[src/rtl/mipsPkg.sv]
package mipsPkg;

	typedef logic [31:0] wordT;
	typedef logic [4:0] regIndexT;
	typedef logic [8:0] memAddrT; // Byte address, bits 1:0 ignored by memory

	// Primary opcodes, IR[31:26]
	typedef enum logic [5:0] {
		opRType = 6'b000000,
		opAddi = 6'b001000,
		opSlti = 6'b001010,
		opAndi = 6'b001100,
		opOri = 6'b001101,
		opXori = 6'b001110,
		opLui = 6'b001111,
		opLw = 6'b100011,
		opSw = 6'b101011
	} opcodeT;

	// ALU ops share the R-type funct encoding
	typedef enum logic [5:0] {
		aluAdd = 6'b100000,
		aluSub = 6'b100010,
		aluAnd = 6'b100100,
		aluOr = 6'b100101,
		aluXor = 6'b100110,
		aluNor = 6'b100111,
		aluSlt = 6'b101010,
		aluSltu = 6'b101011,
		aluSllv = 6'b000100,
		aluSrlv = 6'b000110,
		aluSrav = 6'b000111,
		aluLui = 6'b111111 // No funct uses it
	} aluOpT;

	typedef enum logic [4:0] {
		stReset,
		stFetch,
		stFetchWait,
		stDecode,
		stExecute,
		stMemAddr,
		stLoadRead,
		stLoadWrite,
		stStore
	} stateT;

	// Control word, one per state
	typedef struct packed {
		logic irLoad;
		logic pcLoad;
		logic marLoad;
		logic mdrLoad;
		logic addrFromMar; // Memory address from MAR, else PC
		logic memWrite;
		logic regWrite;
		logic regDstRd; // rd, else rt
		logic regInMem; // Write back memory word, else ALU result
		logic aluSrcImm;
		logic immZeroExt;
		aluOpT aluOp;
	} ctrlT;

	typedef struct packed {
		opcodeT opcode;
		logic [5:0] funct;
	} decodeT;

	typedef struct packed {
		logic valid;
		regIndexT dest;
		wordT data;
	} retireT;

	// Program-load write, used under reset
	typedef struct packed {
		logic write;
		logic [6:0] wordIndex;
		wordT data;
	} progT;

endpackage
[src/rtl/controlUnit.sv]
module controlUnit import mipsPkg::*; (
	input logic CLK,
	input logic reset,
	input decodeT decode,
	output ctrlT ctrl
);

	stateT state, nextState;
	aluOpT execOp; // Op used in stExecute
	logic execKnown; // Opcode or funct recognised
	logic isRType;
	logic isMem; // LW or SW
	logic immZero; // Logical immediates

	always_ff @(posedge CLK) begin
		if (reset)
			state <= stReset;
		else
			state <= nextState;
	end

	// Operation decode from IR fields
	always_comb begin
		isRType = (decode.opcode == opRType);
		isMem = (decode.opcode == opLw) || (decode.opcode == opSw);
		immZero = 1'b0;
		execKnown = 1'b1;
		execOp = aluAdd;
		case (decode.opcode)
			opRType: begin
				execOp = aluOpT'(decode.funct); // funct is the ALU code
				case (execOp)
					aluAdd, aluSub, aluAnd, aluOr, aluXor, aluNor,
					aluSlt, aluSltu, aluSllv, aluSrlv, aluSrav: execKnown = 1'b1;
					default: execKnown = 1'b0; // Unknown funct, no write
				endcase
			end
			opAddi: execOp = aluAdd;
			opSlti: execOp = aluSlt;
			opAndi: begin
				execOp = aluAnd;
				immZero = 1'b1;
			end
			opOri: begin
				execOp = aluOr;
				immZero = 1'b1;
			end
			opXori: begin
				execOp = aluXor;
				immZero = 1'b1;
			end
			opLui: execOp = aluLui;
			default: execKnown = 1'b0; // Unknown opcode
		endcase
	end

	always_comb begin
		nextState = stFetch;
		case (state)
			stReset: nextState = stFetch;
			stFetch: nextState = stFetchWait;
			stFetchWait: nextState = stDecode;
			stDecode: nextState = isMem ? stMemAddr : stExecute;
			stMemAddr: nextState = (decode.opcode == opLw) ? stLoadRead : stStore;
			stLoadRead: nextState = stLoadWrite;
			default: nextState = stFetch; // Execute, LoadWrite, Store all end here
		endcase
	end

	// Per-state control encoding
	always_comb begin
		ctrl = '0;
		ctrl.aluOp = aluAdd;
		case (state)
			stFetchWait: begin
				ctrl.irLoad = 1'b1; // IR takes word read in stFetch
				ctrl.pcLoad = 1'b1;
			end
			stExecute: begin
				ctrl.aluOp = execOp;
				ctrl.aluSrcImm = !isRType;
				ctrl.immZeroExt = immZero;
				ctrl.regDstRd = isRType;
				ctrl.regWrite = execKnown;
			end
			stMemAddr: begin
				ctrl.aluSrcImm = 1'b1; // rs plus signed offset
				ctrl.marLoad = 1'b1;
				ctrl.mdrLoad = (decode.opcode == opSw); // Store data from rt
			end
			stLoadRead: ctrl.addrFromMar = 1'b1;
			stLoadWrite: begin
				ctrl.addrFromMar = 1'b1;
				ctrl.regWrite = 1'b1; // Into rt
				ctrl.regInMem = 1'b1;
			end
			stStore: begin
				ctrl.addrFromMar = 1'b1;
				ctrl.memWrite = 1'b1;
			end
			default: ; // stReset, stFetch, stDecode drive nothing
		endcase
	end

endmodule

[config.mk]
export PLATFORM = sky130hd
export DESIGN_NAME = controlUnit
export DESIGN_NICKNAME = d
export VERILOG_FILES = /design/src/rtl/mipsPkg.sv /design/src/rtl/controlUnit.sv
export SDC_FILE = /design/constraint.sdc
export NUM_CORES = 1
export LEC_CHECK = 0
export ABC_AREA = 1
export ABC_CLOCK_PERIOD_IN_PS = 2000
export BUFFER_PORTS_ARGS = -buffer_cell sky130_fd_sc_hd__buf_4
export CELL_PAD_IN_SITES_DETAIL_PLACEMENT = 0
export CELL_PAD_IN_SITES_GLOBAL_PLACEMENT = 1
export CORE_ASPECT_RATIO = 1.1
export CORE_UTILIZATION = 29
export CTS_CLUSTER_SIZE = 30
export DETAILED_ROUTE_END_ITERATION = 8
export PLACE_DENSITY = 0.92
export SLEW_MARGIN = 20
export SYNTH_ARGS = -nofsm -noshare
export SYNTH_HDL_FRONTEND = slang
export SYNTH_SLANG_ARGS = --single-unit
[constraint.sdc]
create_clock -name CLK -period 2 [get_ports CLK]
set_clock_uncertainty 0.1 [all_clocks]
set_input_delay 0.4 -clock CLK [delete_from_list [all_inputs] [get_ports CLK]]
set_output_delay 0.4 -clock CLK [all_outputs]
set_load 0.02 [all_outputs]
# Yosys cells after proc, flatten, opt, wreduce, memory -nomap -nowiden
# Index checks and enable logic that the tools add are counted.
# totals
reg_bits	5
inputBits	14
out_inout_bits	17
elab_cells	51
# op_classes
eq_ne	27
muxes	16
n_reduce_logical	7
# ops
operator	n
6-bit equality test (second input constant)	10
6-bit by 4-bit equality test with 1-bit output (second input constant)	6
6-bit case mux with 6 select lines	1
5-bit by 3-bit equality test with 1-bit output (second input constant)	4
4-bit case mux with 5 select lines	1
6-bit by 3-bit equality test with 1-bit output (second input constant)	3
11-bit OR reduction	1
5-bit by 2-bit equality test with 1-bit output (second input constant)	2
1-bit two-way mux	7
7-bit two-way mux	1
6-bit logical NOT	1
1-bit case mux with 2 select lines	3
3-bit OR reduction	2
6-bit OR reduction	1
5-bit by 1-bit equality test with 1-bit output (second input constant)	1
5-bit by 4-bit equality test with 1-bit output (second input constant)	1
2-bit two-way mux	2
4-bit two-way mux	1
1-bit logical NOT	1
1-bit logical OR	1

# Logic depth before layout (Yosys ltp)
# depth
ltp_word	5
ltp_mapped	8
depth_no_buf	8

# Least setup slack after synthesis
# OpenSTA, ideal clock, no wires.
# synth_path
path_type	reg-to-output
start	register state[2]
end	output port ctrl[13] in the netlist's numbering
t_arrival_ns	1.413
t_required_ns	1.500
path_slack_ns	0.087
stages_incl_launch_ff	5
path_buffers	0
path_cell_list	dfxtp_1 > nand2_2 > nor3_2 > inv_1 > nor3_1
# synth_rtl
element	line_no	rtl
from (decl)	controlUnit.sv:8	stateT state, nextState;
from (signal assigned)	controlUnit.sv:17	state <= stReset;
from (signal assigned)	controlUnit.sv:19	state <= nextState;
to (decl)	controlUnit.sv:5	output ctrlT ctrl

==> flow_metrics.tcl <==
set metrics [dict create \
    status "finished clean" \
    hold_viol_final 0 \
    synth-warning-count 0 \
    r2r-start "state[3]" \
    synth_top_cell_area_share_pct 17.6 \
    postCtsHoldBufs 0 \
    track_usage_pct 15.2 \
    cts.htree.levels 1 \
    min_from "reset" \
    grt_pass1_vias 639 \
    globalplace.congestion 0.843 \
    period_needed_ns 1.88 \
    die_width_um 44.4 \
    io_pins 31 \
    timing.slew.headroom_pct 83.6 \
    rsz0062_at_grt "false" \
    worstSetupEndpointType "primary output" \
    reg_top3 "state (4)" \
    tns_ns 0 \
    synth_nets 116 \
    ys_async_sr_fraction_pct 0 \
    cp.arrival_ns 1.38 \
    grt_max_degree 9 \
    start_kind "register" \
    path_clk_slew_ns 0.04 \
    portBuffers 30 \
    crit_type "register to primary output" \
    drive_gt1_share_pct 39.3 \
    start_util_pct 31.5 \
    syn_area_per_cell_um2 5.63 \
    synthTopCellsByArea "nand2_1, dfxtp_1, inv_1, nor2_1, nor2_4" \
    place_ws_ns 0.121 \
    ir_drop_mv 0.301 \
    drv_cap 0 \
    synth_common_cells "nand2_1, inv_1, nor2_1, a21oi_1, nand3_1" \
    cts_tree "yes" \
    drcViolationCount 0 \
    syn-cell-area_um2 574 \
    yosys.area.top_type "nand2_1" \
    fin_ws_ns 0.118 \
    worst_pin_slew_ns 0.243 \
    yosysMostFrequentCell "nand2_1" \
    core_area_mm2 0.00182 \
    cp.required_ns 1.50 \
    routedWlPerCell_um 9.33 \
    insertedDiodeCount 0 \
    first_pass_iters 4 \
    final_nets 151 \
    drt-total-wl_mm 1.51 \
    finalCritPeriodShare_pct 94.1 \
    hpwl_mm 1.27 \
    synth_cell_type_count 22 \
    clock_sinks 4 \
    syn-instance-count 102 \
    die_area_mm2 0.00216 \
    final_core_util_pct 47.0 \
    cp_max_fo 5 \
    largest_register "state" \
    synth_seq_cells 4 \
    finalSetupViolations 0 \
    synth-seq-area-share_pct 13.9 \
    die_h_um 48.7 \
    ant_nets 0 \
    synth-edff-count 0 \
    num_vias 693 \
    syn_to_final_growth_pct 49.2 \
    p_per_area_mw_per_mm2 333 \
    grt_pass1_wl_mm 2.56 \
    min_path_type "input port to register" \
    cts_buffers 3 \
    antenna_found_initial 0 \
    synth_top_flop_cell "dfxtp_1" \
    cts-root-buf "clkbuf_4" \
    timing.hold.ws_ns 0.237 \
    power_leakage_nw 0.464 \
    cp-startpoint "state[1]" \
    drv_slew 0 \
    viasPerCell 4.28 \
    fmax_ghz 0.531 \
    clk_path_buf_depth 2 \
    grt-ovfl-total 0 \
    largest_reg_flops 4 \
    clk_latency_ns 0.23 \
    drt_iter0_drc 11 \
    fp-row-count 16 \
]
## report_power, final
| part | switching [mW] | internal (mW) |
|---|---|---|
| Sequential | 0.00543 | 0.0848 |
| Clock | 0.0307 | 0.0669 |
| Combinational | 0.0562 | 0.0415 |
## cell type report
cell class              instances  area [um2]
fillers                       195         965
multi-input cells              76         408
repair buffers                 31         233
flip-flops and latches          4        81.3
inverters                      21        78.8
well taps                      27        33.8
clock buffers                   3        22.5
## metrics by stage
stage / instances / power, mW / cell area (um2)
3_5_place_dp: 158 / 0.187 / 826
3_3_place_gp: 158 / 0.186 / 826
4_1_cts: 161 / 0.289 / 848
5_1_grt: 162 / 0.308 / 857
2_1_floorplan: 102 / 0.146 / 574
6_report: 162 / 0.286 / 857
## routing by layer
metal	share of wire (%)	GRT usage, %	vias to the layer above
met3	5.0	2.24	0
li1	-	-	386
met2	50	24.8	20
met5	0	0	-
met4	0	4.55	0
met1	45	20.4	287
## final timing paths
check / endpoint / slack (ns) / cells past startpoint
max: ctrl[0] / 0.12 / 8
max reg2reg: state[2] / 0.84 / 7
min reg2reg: state[0] / 0.46 / 2
min: state[0] / 0.24 / 2
## worst max-delay path: stages (launching register included)
cell and delay, ns:
dfxtp_1 0.34, inv_1 0.10, nand2_2 0.08, nor2_4 0.13
inv_2 0.06, nor2_4 0.13, nand2_1 0.07, o21ai_0 0.07
buf_4 0.16
## cells by family (layout without fill, tap and decap cells)
| group | count (synthesis) | count (layout) | synth area share [%] |
|---|---|---|---|
| and+or+nand+nor | 64 | 64 | 57.7 |
| buffers and inverters | 22 | 55 | 15.0 |
| AOI/OAI and AO/OA | 12 | 12 | 13.3 |
| DFF | 4 | 4 | 13.9 |
## timing repair
| action | CTS | global route |
|---|---|---|
| setup buffers | 0 | 1 |
| gates resized for setup | 0 | 2 |
| endpoints found under the setup margin | 0 | 3 |
## cell usage in the layout (no fill, tap or decap), types with 2 or more instances in the layout
cell and instances:
nand2_1 27, nor2_4 4, nor2_1 12, o21ai_0 2
nand3_1 5, buf_4 31, clkbuf_4 3, nand4_1 3
a21oi_1 6, dfxtp_1 3, nand2_2 4, nor3_1 4
inv_1 18, inv_2 3
Power figures use the tool's default switching activity.
