--- src/rtl/mipsPkg.sv ---
package mipsPkg;

	typedef logic [31:0] wordT;
	typedef logic [4:0] regIndexT;
	typedef logic [8:0] memAddrT; // Byte address, bits 1:0 ignored by memory

	// Primary opcodes, IR[31:26]
	typedef enum logic [5:0] {
		opRType = 6'b000000,
		opAddi = 6'b001000,
		opSlti = 6'b001010,
		opAndi = 6'b001100,
		opOri = 6'b001101,
		opXori = 6'b001110,
		opLui = 6'b001111,
		opLw = 6'b100011,
		opSw = 6'b101011
	} opcodeT;

	// ALU ops share the R-type funct encoding
	typedef enum logic [5:0] {
		aluAdd = 6'b100000,
		aluSub = 6'b100010,
		aluAnd = 6'b100100,
		aluOr = 6'b100101,
		aluXor = 6'b100110,
		aluNor = 6'b100111,
		aluSlt = 6'b101010,
		aluSltu = 6'b101011,
		aluSllv = 6'b000100,
		aluSrlv = 6'b000110,
		aluSrav = 6'b000111,
		aluLui = 6'b111111 // No funct uses it
	} aluOpT;

	typedef enum logic [4:0] {
		stReset,
		stFetch,
		stFetchWait,
		stDecode,
		stExecute,
		stMemAddr,
		stLoadRead,
		stLoadWrite,
		stStore
	} stateT;

	// Control word, one per state
	typedef struct packed {
		logic irLoad;
		logic pcLoad;
		logic marLoad;
		logic mdrLoad;
		logic addrFromMar; // Memory address from MAR, else PC
		logic memWrite;
		logic regWrite;
		logic regDstRd; // rd, else rt
		logic regInMem; // Write back memory word, else ALU result
		logic aluSrcImm;
		logic immZeroExt;
		aluOpT aluOp;
	} ctrlT;

	typedef struct packed {
		opcodeT opcode;
		logic [5:0] funct;
	} decodeT;

	typedef struct packed {
		logic valid;
		regIndexT dest;
		wordT data;
	} retireT;

	// Program-load write, used under reset
	typedef struct packed {
		logic write;
		logic [6:0] wordIndex;
		wordT data;
	} progT;

endpackage
--- src/rtl/datapath.sv ---
module datapath import mipsPkg::*; (
	input logic CLK,
	input logic reset,
	input ctrlT ctrl,
	output decodeT decode,
	output memAddrT memAddr,
	output wordT memWriteData,
	output logic memWrite,
	input wordT memReadData,
	output retireT retire,
	output wordT aluResult
);

	memAddrT pc;
	memAddrT mar;
	wordT ir;
	wordT mdr; // Store data
	wordT regA, regB; // rs, rt from register file
	wordT imm;
	wordT aluB;
	regIndexT dest;
	wordT writeData;

	// Fields straight from IR
	assign decode = '{opcode: opcodeT'(ir[31:26]), funct: ir[5:0]};

	always_ff @(posedge CLK) begin
		if (reset)
			pc <= '0;
		else if (ctrl.pcLoad)
			pc <= pc + 9'd4;
	end

	always_ff @(posedge CLK) begin
		if (reset)
			ir <= '0;
		else if (ctrl.irLoad)
			ir <= memReadData;
	end

	// MAR and MDR, payload only
	always_ff @(posedge CLK) begin
		if (ctrl.marLoad)
			mar <= aluResult[8:0];
		if (ctrl.mdrLoad)
			mdr <= regB;
	end

	assign memAddr = ctrl.addrFromMar ? mar : pc;
	assign memWriteData = mdr;
	assign memWrite = ctrl.memWrite;

	// Immediate, zero or sign extended
	assign imm = ctrl.immZeroExt ? {16'b0, ir[15:0]} : {{16{ir[15]}}, ir[15:0]};
	assign aluB = ctrl.aluSrcImm ? imm : regB;
	assign dest = ctrl.regDstRd ? ir[15:11] : ir[20:16];
	assign writeData = ctrl.regInMem ? memReadData : aluResult;

	registerFile u_registerFile (
		.CLK(CLK),
		.readA(ir[25:21]),
		.readB(ir[20:16]),
		.write(ctrl.regWrite),
		.dest(dest),
		.writeData(writeData),
		.outA(regA),
		.outB(regB)
	);

	alu u_alu (
		.op(ctrl.aluOp),
		.a(regA),
		.b(aluB),
		.result(aluResult)
	);

	// Retire record, same edge as the register write
	always_ff @(posedge CLK) begin
		if (reset)
			retire <= '0;
		else
			retire <= '{valid: ctrl.regWrite, dest: dest, data: writeData};
	end

endmodule

--- src/rtl/registerFile.sv ---
module registerFile import mipsPkg::*; (
	input logic CLK,
	input regIndexT readA,
	input regIndexT readB,
	input logic write,
	input regIndexT dest,
	input wordT writeData,
	output wordT outA,
	output wordT outB
);

	wordT regs [32];

	// Write port, r0 never stored
	always_ff @(posedge CLK) begin
		if (write && dest != '0)
			regs[dest] <= writeData;
	end

	// Both reads registered on the edge
	always_ff @(posedge CLK) begin
		if (readA == '0)
			outA <= '0; // r0 reads zero
		else
			outA <= regs[readA];
		if (readB == '0)
			outB <= '0;
		else
			outB <= regs[readB];
	end

endmodule

--- src/rtl/alu.sv ---
module alu import mipsPkg::*; (
	input aluOpT op,
	input wordT a,
	input wordT b,
	output wordT result
);

	logic [4:0] shamt; // Shift amount, low bits of b

	assign shamt = b[4:0];

	always_comb begin
		case (op)
			aluAdd: begin
				result = a + b; // Wraps, no overflow trap
			end
			aluSub: begin
				result = a - b;
			end
			aluAnd: begin
				result = a & b;
			end
			aluOr: begin
				result = a | b;
			end
			aluXor: begin
				result = a ^ b;
			end
			aluNor: begin
				result = ~(a | b);
			end
			aluSlt: begin
				result = {31'b0, $signed(a) < $signed(b)};
			end
			aluSltu: begin
				result = {31'b0, a < b};
			end
			// Value in a, amount in b
			aluSllv: begin
				result = a << shamt;
			end
			aluSrlv: begin
				result = a >> shamt;
			end
			aluSrav: begin
				result = wordT'($signed(a) >>> shamt); // Sign fill
			end
			aluLui: begin
				result = {b[15:0], 16'b0};
			end
			default: begin
				result = '0; // Undefined op
			end
		endcase
	end

endmodule

--- config.mk ---
export PLATFORM = sky130hd
export DESIGN_NAME = datapath
export DESIGN_NICKNAME = d
export VERILOG_FILES = /design/src/rtl/mipsPkg.sv /design/src/rtl/datapath.sv /design/src/rtl/registerFile.sv /design/src/rtl/alu.sv
export SDC_FILE = /design/constraint.sdc
export NUM_CORES = 2
export LEC_CHECK = 0
export BUFFER_PORTS_ARGS = -buffer_cell sky130_fd_sc_hd__buf_2
export CORE_ASPECT_RATIO = 1.2
export CORE_UTILIZATION = 55
export DETAILED_ROUTE_END_ITERATION = 10
export GPL_TIMING_DRIVEN = 0
export PLACE_DENSITY_LB_ADDON = 0.25
export SLEW_MARGIN = 20
export SYNTH_ARGS = -nofsm -noshare
export SYNTH_HDL_FRONTEND = slang
export SYNTH_HIERARCHICAL = 1
export SYNTH_SLANG_ARGS = --single-unit
--- constraint.sdc ---
create_clock -name CLK -period 6.6 [get_ports CLK]
set_clock_uncertainty 0.1 [all_clocks]
set_input_delay 1.32 -clock CLK [delete_from_list [all_inputs] [get_ports CLK]]
set_output_delay 1.32 -clock CLK [all_outputs]
set_load 0.05 [all_outputs]
### Yosys cells after proc, flatten, opt, wreduce, memory -nomap -nowiden

Memories as Yosys holds them, arrays and structs flattened. A register that Yosys moved wholly into a read port is not among the register bits.
Cells that the tools add are included.

| cells by class | value |
|---|---|
| add/sub/neg operators | 3 |
| magnitude comparators | 2 |
| reduce and logical (&&, ||, !) cells | 4 |
| shifts and indexed selects | 3 |
| muxes and demuxes | 8 |
| bitwise gates (word level) | 4 |
| equality and inequality tests | 12 |

Operator list:

| operator | count |
|---|---|
| $pmux W32 S12 | 1 |
| $mux W32 | 3 |
| $lt A32 B32 Y1 | 2 |
| $eq A6 B6 Y1 const B | 9 |
| $add A32 B32 Y32 | 1 |
| $and A32 B32 Y32 | 1 |
| $not A32 Y32 | 1 |
| $or A32 B32 Y32 | 1 |
| $shl A32 B5 Y32 | 1 |
| $shr A32 B5 Y32 | 1 |
| $sshr A32 B5 Y32 | 1 |
| $sub A32 B32 Y32 | 1 |
| $xor A32 B32 Y32 | 1 |
| $eq A6 B3 Y1 const B | 3 |
| $logic_not A5 Y1 | 2 |
| $add A9 B3 Y9 const B | 1 |
| $mux W9 | 1 |
| $mux W5 | 1 |
| $reduce_bool A5 Y1 | 1 |
| $mux W1 | 2 |
| $logic_and A1 B1 Y1 | 1 |

| storage, ports and cells | value |
|---|---|
| output and inout port bits | 124 |
| memories | 1 |
| RAM bits | 1024 |
| input port bits | 51 |
| bits in registers | 120 |

Memory list:

| name | depth | width | rd ports | clocked after Yosys merged registers in | wr ports | line | RTL |
|---|---|---|---|---|---|---|---|
| u_registerFile.regs | 32 | 32 | 2 | 2 | 1 | registerFile.sv:12 | `wordT regs [32];` |

### Depth between registers and ports, before layout

| logic depth | value |
|---|---|
| depth after elaboration | 6 |
| gate-level depth with buffers | 19 |
| gate-level depth less buffers | 15 |

### Hierarchy

Netlist, hierarchy kept.

Modules (own cells, without submodules):

| module | times used | area each (µm²) | cells each |
|---|---|---|---|
| registerFile | 1 | 48380.2 | 2483 |
| alu | 1 | 8853.5 | 1347 |
| datapath | 1 | 4744.6 | 374 |

### Worst setup path before layout

Ideal clock, no wire load.

| path | value |
|---|---|
| path type | input to output |
| start | input ctrl[7] in the netlist's numbering |
| end | output aluResult[18] |
| buffers on the path | 5 |
| stages | 17 |
| required time | 5.180 ns |
| data arrival time | 5.755 ns |
| path slack | -0.575 ns |
| cell sequence | buf_2 > buf_2 > mux2_2 > clkbuf_1 > inv_2 > buf_1 > clkbuf_1 > ha_1 > o21bai_1 > a211oi_1 > a211oi_1 > a31o_1 > or2_1 > a211oi_1 > o22ai_1 > xnor2_1 > o21ai_0 |

| on the way | value |
|---|---|
| elaborated cells between the ends (all ways) | 11 |

RTL lines:

| what | line | RTL |
|---|---|---|
| from (decl) | datapath.sv:4 | `input ctrlT ctrl,` |
| $mux W32 * | datapath.sv:55 | `assign aluB = ctrl.aluSrcImm ? imm : regB;` |
| via aluB[2] | datapath.sv:20 | `wordT aluB;` |
| $sub A32 B32 Y32 (tied with other cells) | alu.sv:18 | `result = a - b;` |
| $pmux W32 S12 * | alu.sv:13 | `case (op)` |
| to (decl) | datapath.sv:11 | `output wordT aluResult` |

Mark *: on every way through the listed nets, which the timed path passes. The rest lies on a longest branch.

### Final worst setup path

| path | value |
|---|---|
| start | input ctrl[7] in the netlist's numbering |
| end | output aluResult[3] |

The elaborated chain is that of the path after synthesis.

==> reports/qor.yml <==
cts_buffers: 115
tightest_slew_ns: 1.39
maxCapViolCount: 0
drt_iter0_drc: 7839
met1_usage_pct: 54.9
ff_latch_area_mm2: 0.0348
hpwl_um: 197000
synth_edf_count: 1065
cp_slowest_cell: "a2111oi_0"
fillers: 7867
finalSetupViolCount: 15
stdcell_count: 6214
ir_drop_mv: 0.328
grt_max_degree: 34
drive_gt1_share_pct: 28.8
root_buffer: "clkbuf_16"
totalWireLength_um: 273000
grt_pass1_vias: 45300
h-tree-depth: 3
vias_per_cell: 7.56
area_delta_synth_final_pct: 15.9
synth_top_cell_area_share_pct: 51.6
gp_congestion: 1.10
antenna_found_initial: 20
crit_required_ns: 5.18
die_area_mm2: 0.114
die_w_um: 308
min_period_ns: 6.89
synthArstFlopShare_pct: 0
p_leak_nw: 24.1
crit_path_frequent_cell: "buf_2"
top_usage_layer: "met2"
dpl.cell_count: 5959
overflow: 0
port_buffers: 167
worst-path-max-fanout: 10
std_cell_rows: 134
crit_chain: "buf_16 -> mux2_4 -> buf_4 -> buf_2 -> clkbuf_2 -> o21ai_0 -> nand2_1 -> o2111ai_1 -> o21ai_1 -> nor2_1 -> a2111oi_0 -> o21ai_2 -> buf_2"
cp.arrival_ns: 5.47
clkSlewWorstSetupHoldPaths_ns: 0.06
status: "finished, violations left"
ys_seq_area_share_pct: 56.2
hold_class: "reg -> reg"
pwr_density_cell_mw_per_mm2: 292
violations: "setup timing"
slew_viol_final: 0
io_pins: 175
clockBufferDepth: 3
vias: 46900
yosysTopAreaCell: "edfxtp_1"
remaining_drc_errors: 0
multi_input_area_mm2: 0.0261
syn_avg_cell_area_um2: 14.7
yosys.cell_types.count: 95
finalCritPeriodShare_pct: 104
clock_latency_ns: 0.77
grt_usage_pct: 48.3
max_stage_delay_ns: 0.80
min_path_cells: 0
hold_viol_final: 0
cts_hold_buf: 0
syn_area_mm2: 0.0620
synthTopCellsByArea: "edfxtp_1 52%, mux4_2 16%, dfxtp_1 4.6%"
critPathCaptureType: "primary output"
whs_ns: 0.341
clock-sinks: 1206
grt_first_pass_wirelength_um: 371000
fmax_mhz: 145
core_mm2: 0.111
netlist_instances: 4204
path_class: "in -> out"
wl_per_cell_um: 43.9
ys.flop_type: "edfxtp_1"
yosysWarnings: 6
rrSetupSlack_ns: 1.38
start_kind: "primary input"
postRouteAntennaNets: 0
cts_tree: "yes"
relSlewSlack_pct: 5.28
grtUsageMet3_pct: 15.5
dieHeight_um: 370
setup_ws_ns: -0.286
nets: 4758
start_util_pct: 55.6
rsz0062_at_grt: "yes"
rr_worst_depth: 13
use_met2_pct: 73.7
synth-seq-cells: 1206
dr.pass1.iters: 9
report_power, final:
group / total (mW) / switching (mW) / internal (mW)
registers: 8.90 / 0.269 / 8.63
clock network: 7.09 / 3.04 / 4.05
logic: 5.00 / 3.44 / 1.57
total: 21.0 / 6.74 / 14.3
final cells by class:
cell class                 instances  share of cell area, %
antenna                           14                 0.0488
buffer                           339                   2.74
clock buffer                     151                   4.44
clock inverter                    63                   1.17
inverter                         121                  0.651
multi-input combinational       2564                   36.3
sequential                      1206                   48.4
tap                             1496                   2.61
timing repair buffer             260                   3.62
synthesized netlist by cell type, types with 35 or more instances:
cell      count
mux2_2       88
o221ai_1     38
a22oi_1     101
nand4_1      41
o22ai_1      40
inv_1       112
ha_1         98
nand2_1     193
buf_4        39
edfxtp_1   1065
a21oi_1     180
buf_2        95
a22o_1       35
mux4_2      450
nor2_1      236
a211oi_1     58
dfxtp_1     141
clkbuf_1    165
o21ai_0     123
nor3_1       37
mux2i_1     260
and3_1       37
nand3_1      59
nor2b_1      54
kinds of logic (layout without fill, tap and decap cells):
family	Yosys count	after routing	synth area share, %
other cells	1	46	0.00605
buf+inv	465	934	3.49
simple gates	741	741	5.71
xor+xnor	30	30	0.424
fa+ha+maj	100	100	2.04
flops	1206	1206	56.2
mux	823	823	22.7
compound gates	838	838	9.43
sequential cells by signal, indices dropped and copies added, names as in the netlist:
name and cells:
pc 7, memWriteData 32, u_registerFile/outA 32, retire 38, u_registerFile/regs 1024, u_registerFile/outB 32, mar 9, ir 32
metal layers:
layer	part of all wire [%]	vias to the layer above	routed length, um
li1	-	17700	-
met1	31	23400	84900
met2	45	4439	124000
met3	13	1322	34700
met4	11	14	29600
met5	0.034	-	92
what timing repair did:
| item | in CTS | in global routing |
|---|---|---|
| setup buffers | 23 | 7 |
| pin swaps | 23 | 19 |
| endpoints found under the setup margin | 272 | 26 |
| gates cloned | 1 | 0 |
| gates resized for setup | 151 | 70 |
cell usage in the layout, fill, tap and decap left out, types with 34 or more instances in the layout:
cell / n
nor2b_1: 52
and3_1: 37
a211oi_1: 54
buf_2: 241
nor2_4: 34
inv_1: 110
clkbuf_16: 126
mux2i_1: 258
mux2_4: 37
edfxtp_1: 1065
a22oi_1: 100
nor2_1: 201
clkbuf_1: 151
a21oi_1: 173
ha_1: 90
nand4_1: 41
dfxtp_1: 141
a22o_1: 35
nand3_1: 55
buf_4: 77
mux4_2: 450
o22ai_1: 40
mux2_2: 75
o21ai_0: 114
nand2_1: 191
worst max-delay path: cells and delay by family:
family,cells,cell delay [ns]
compound gates,5,2.00
simple gates,2,0.31
buf+inv,5,1.49
mux,1,0.30
worst paths after layout:
path	from	end
setup / recovery	ctrl[7]	aluResult[3]
hold / removal	u_registerFile/outB[2]	memWriteData[2]
setup reg to reg	u_registerFile/outB[0]	retire[1]
hold reg to reg	u_registerFile/outB[2]	memWriteData[2]
through the flow:
step / TNS [ns] / instance area (um^2) / power [mW] / util [%] / setup WS [ns]
finish: -1.37 / 71800 / 21.0 / 64.4 / -0.286
global route: -0.639 / 71800 / 21.3 / 64.4 / -0.162
CTS: -0.0495 / 71400 / 20.6 / 64.1 / -0.0369
detailed placement: -455.51 / 66500 / 13.4 / 59.7 / -1.98
global placement: -586.08 / 64900 / 13.4 / 58.2 / -2.17
floorplan: 0 / 62100 / 11.5 / - / 0.0193
Note: power is estimated with default switching activity, not from simulation.
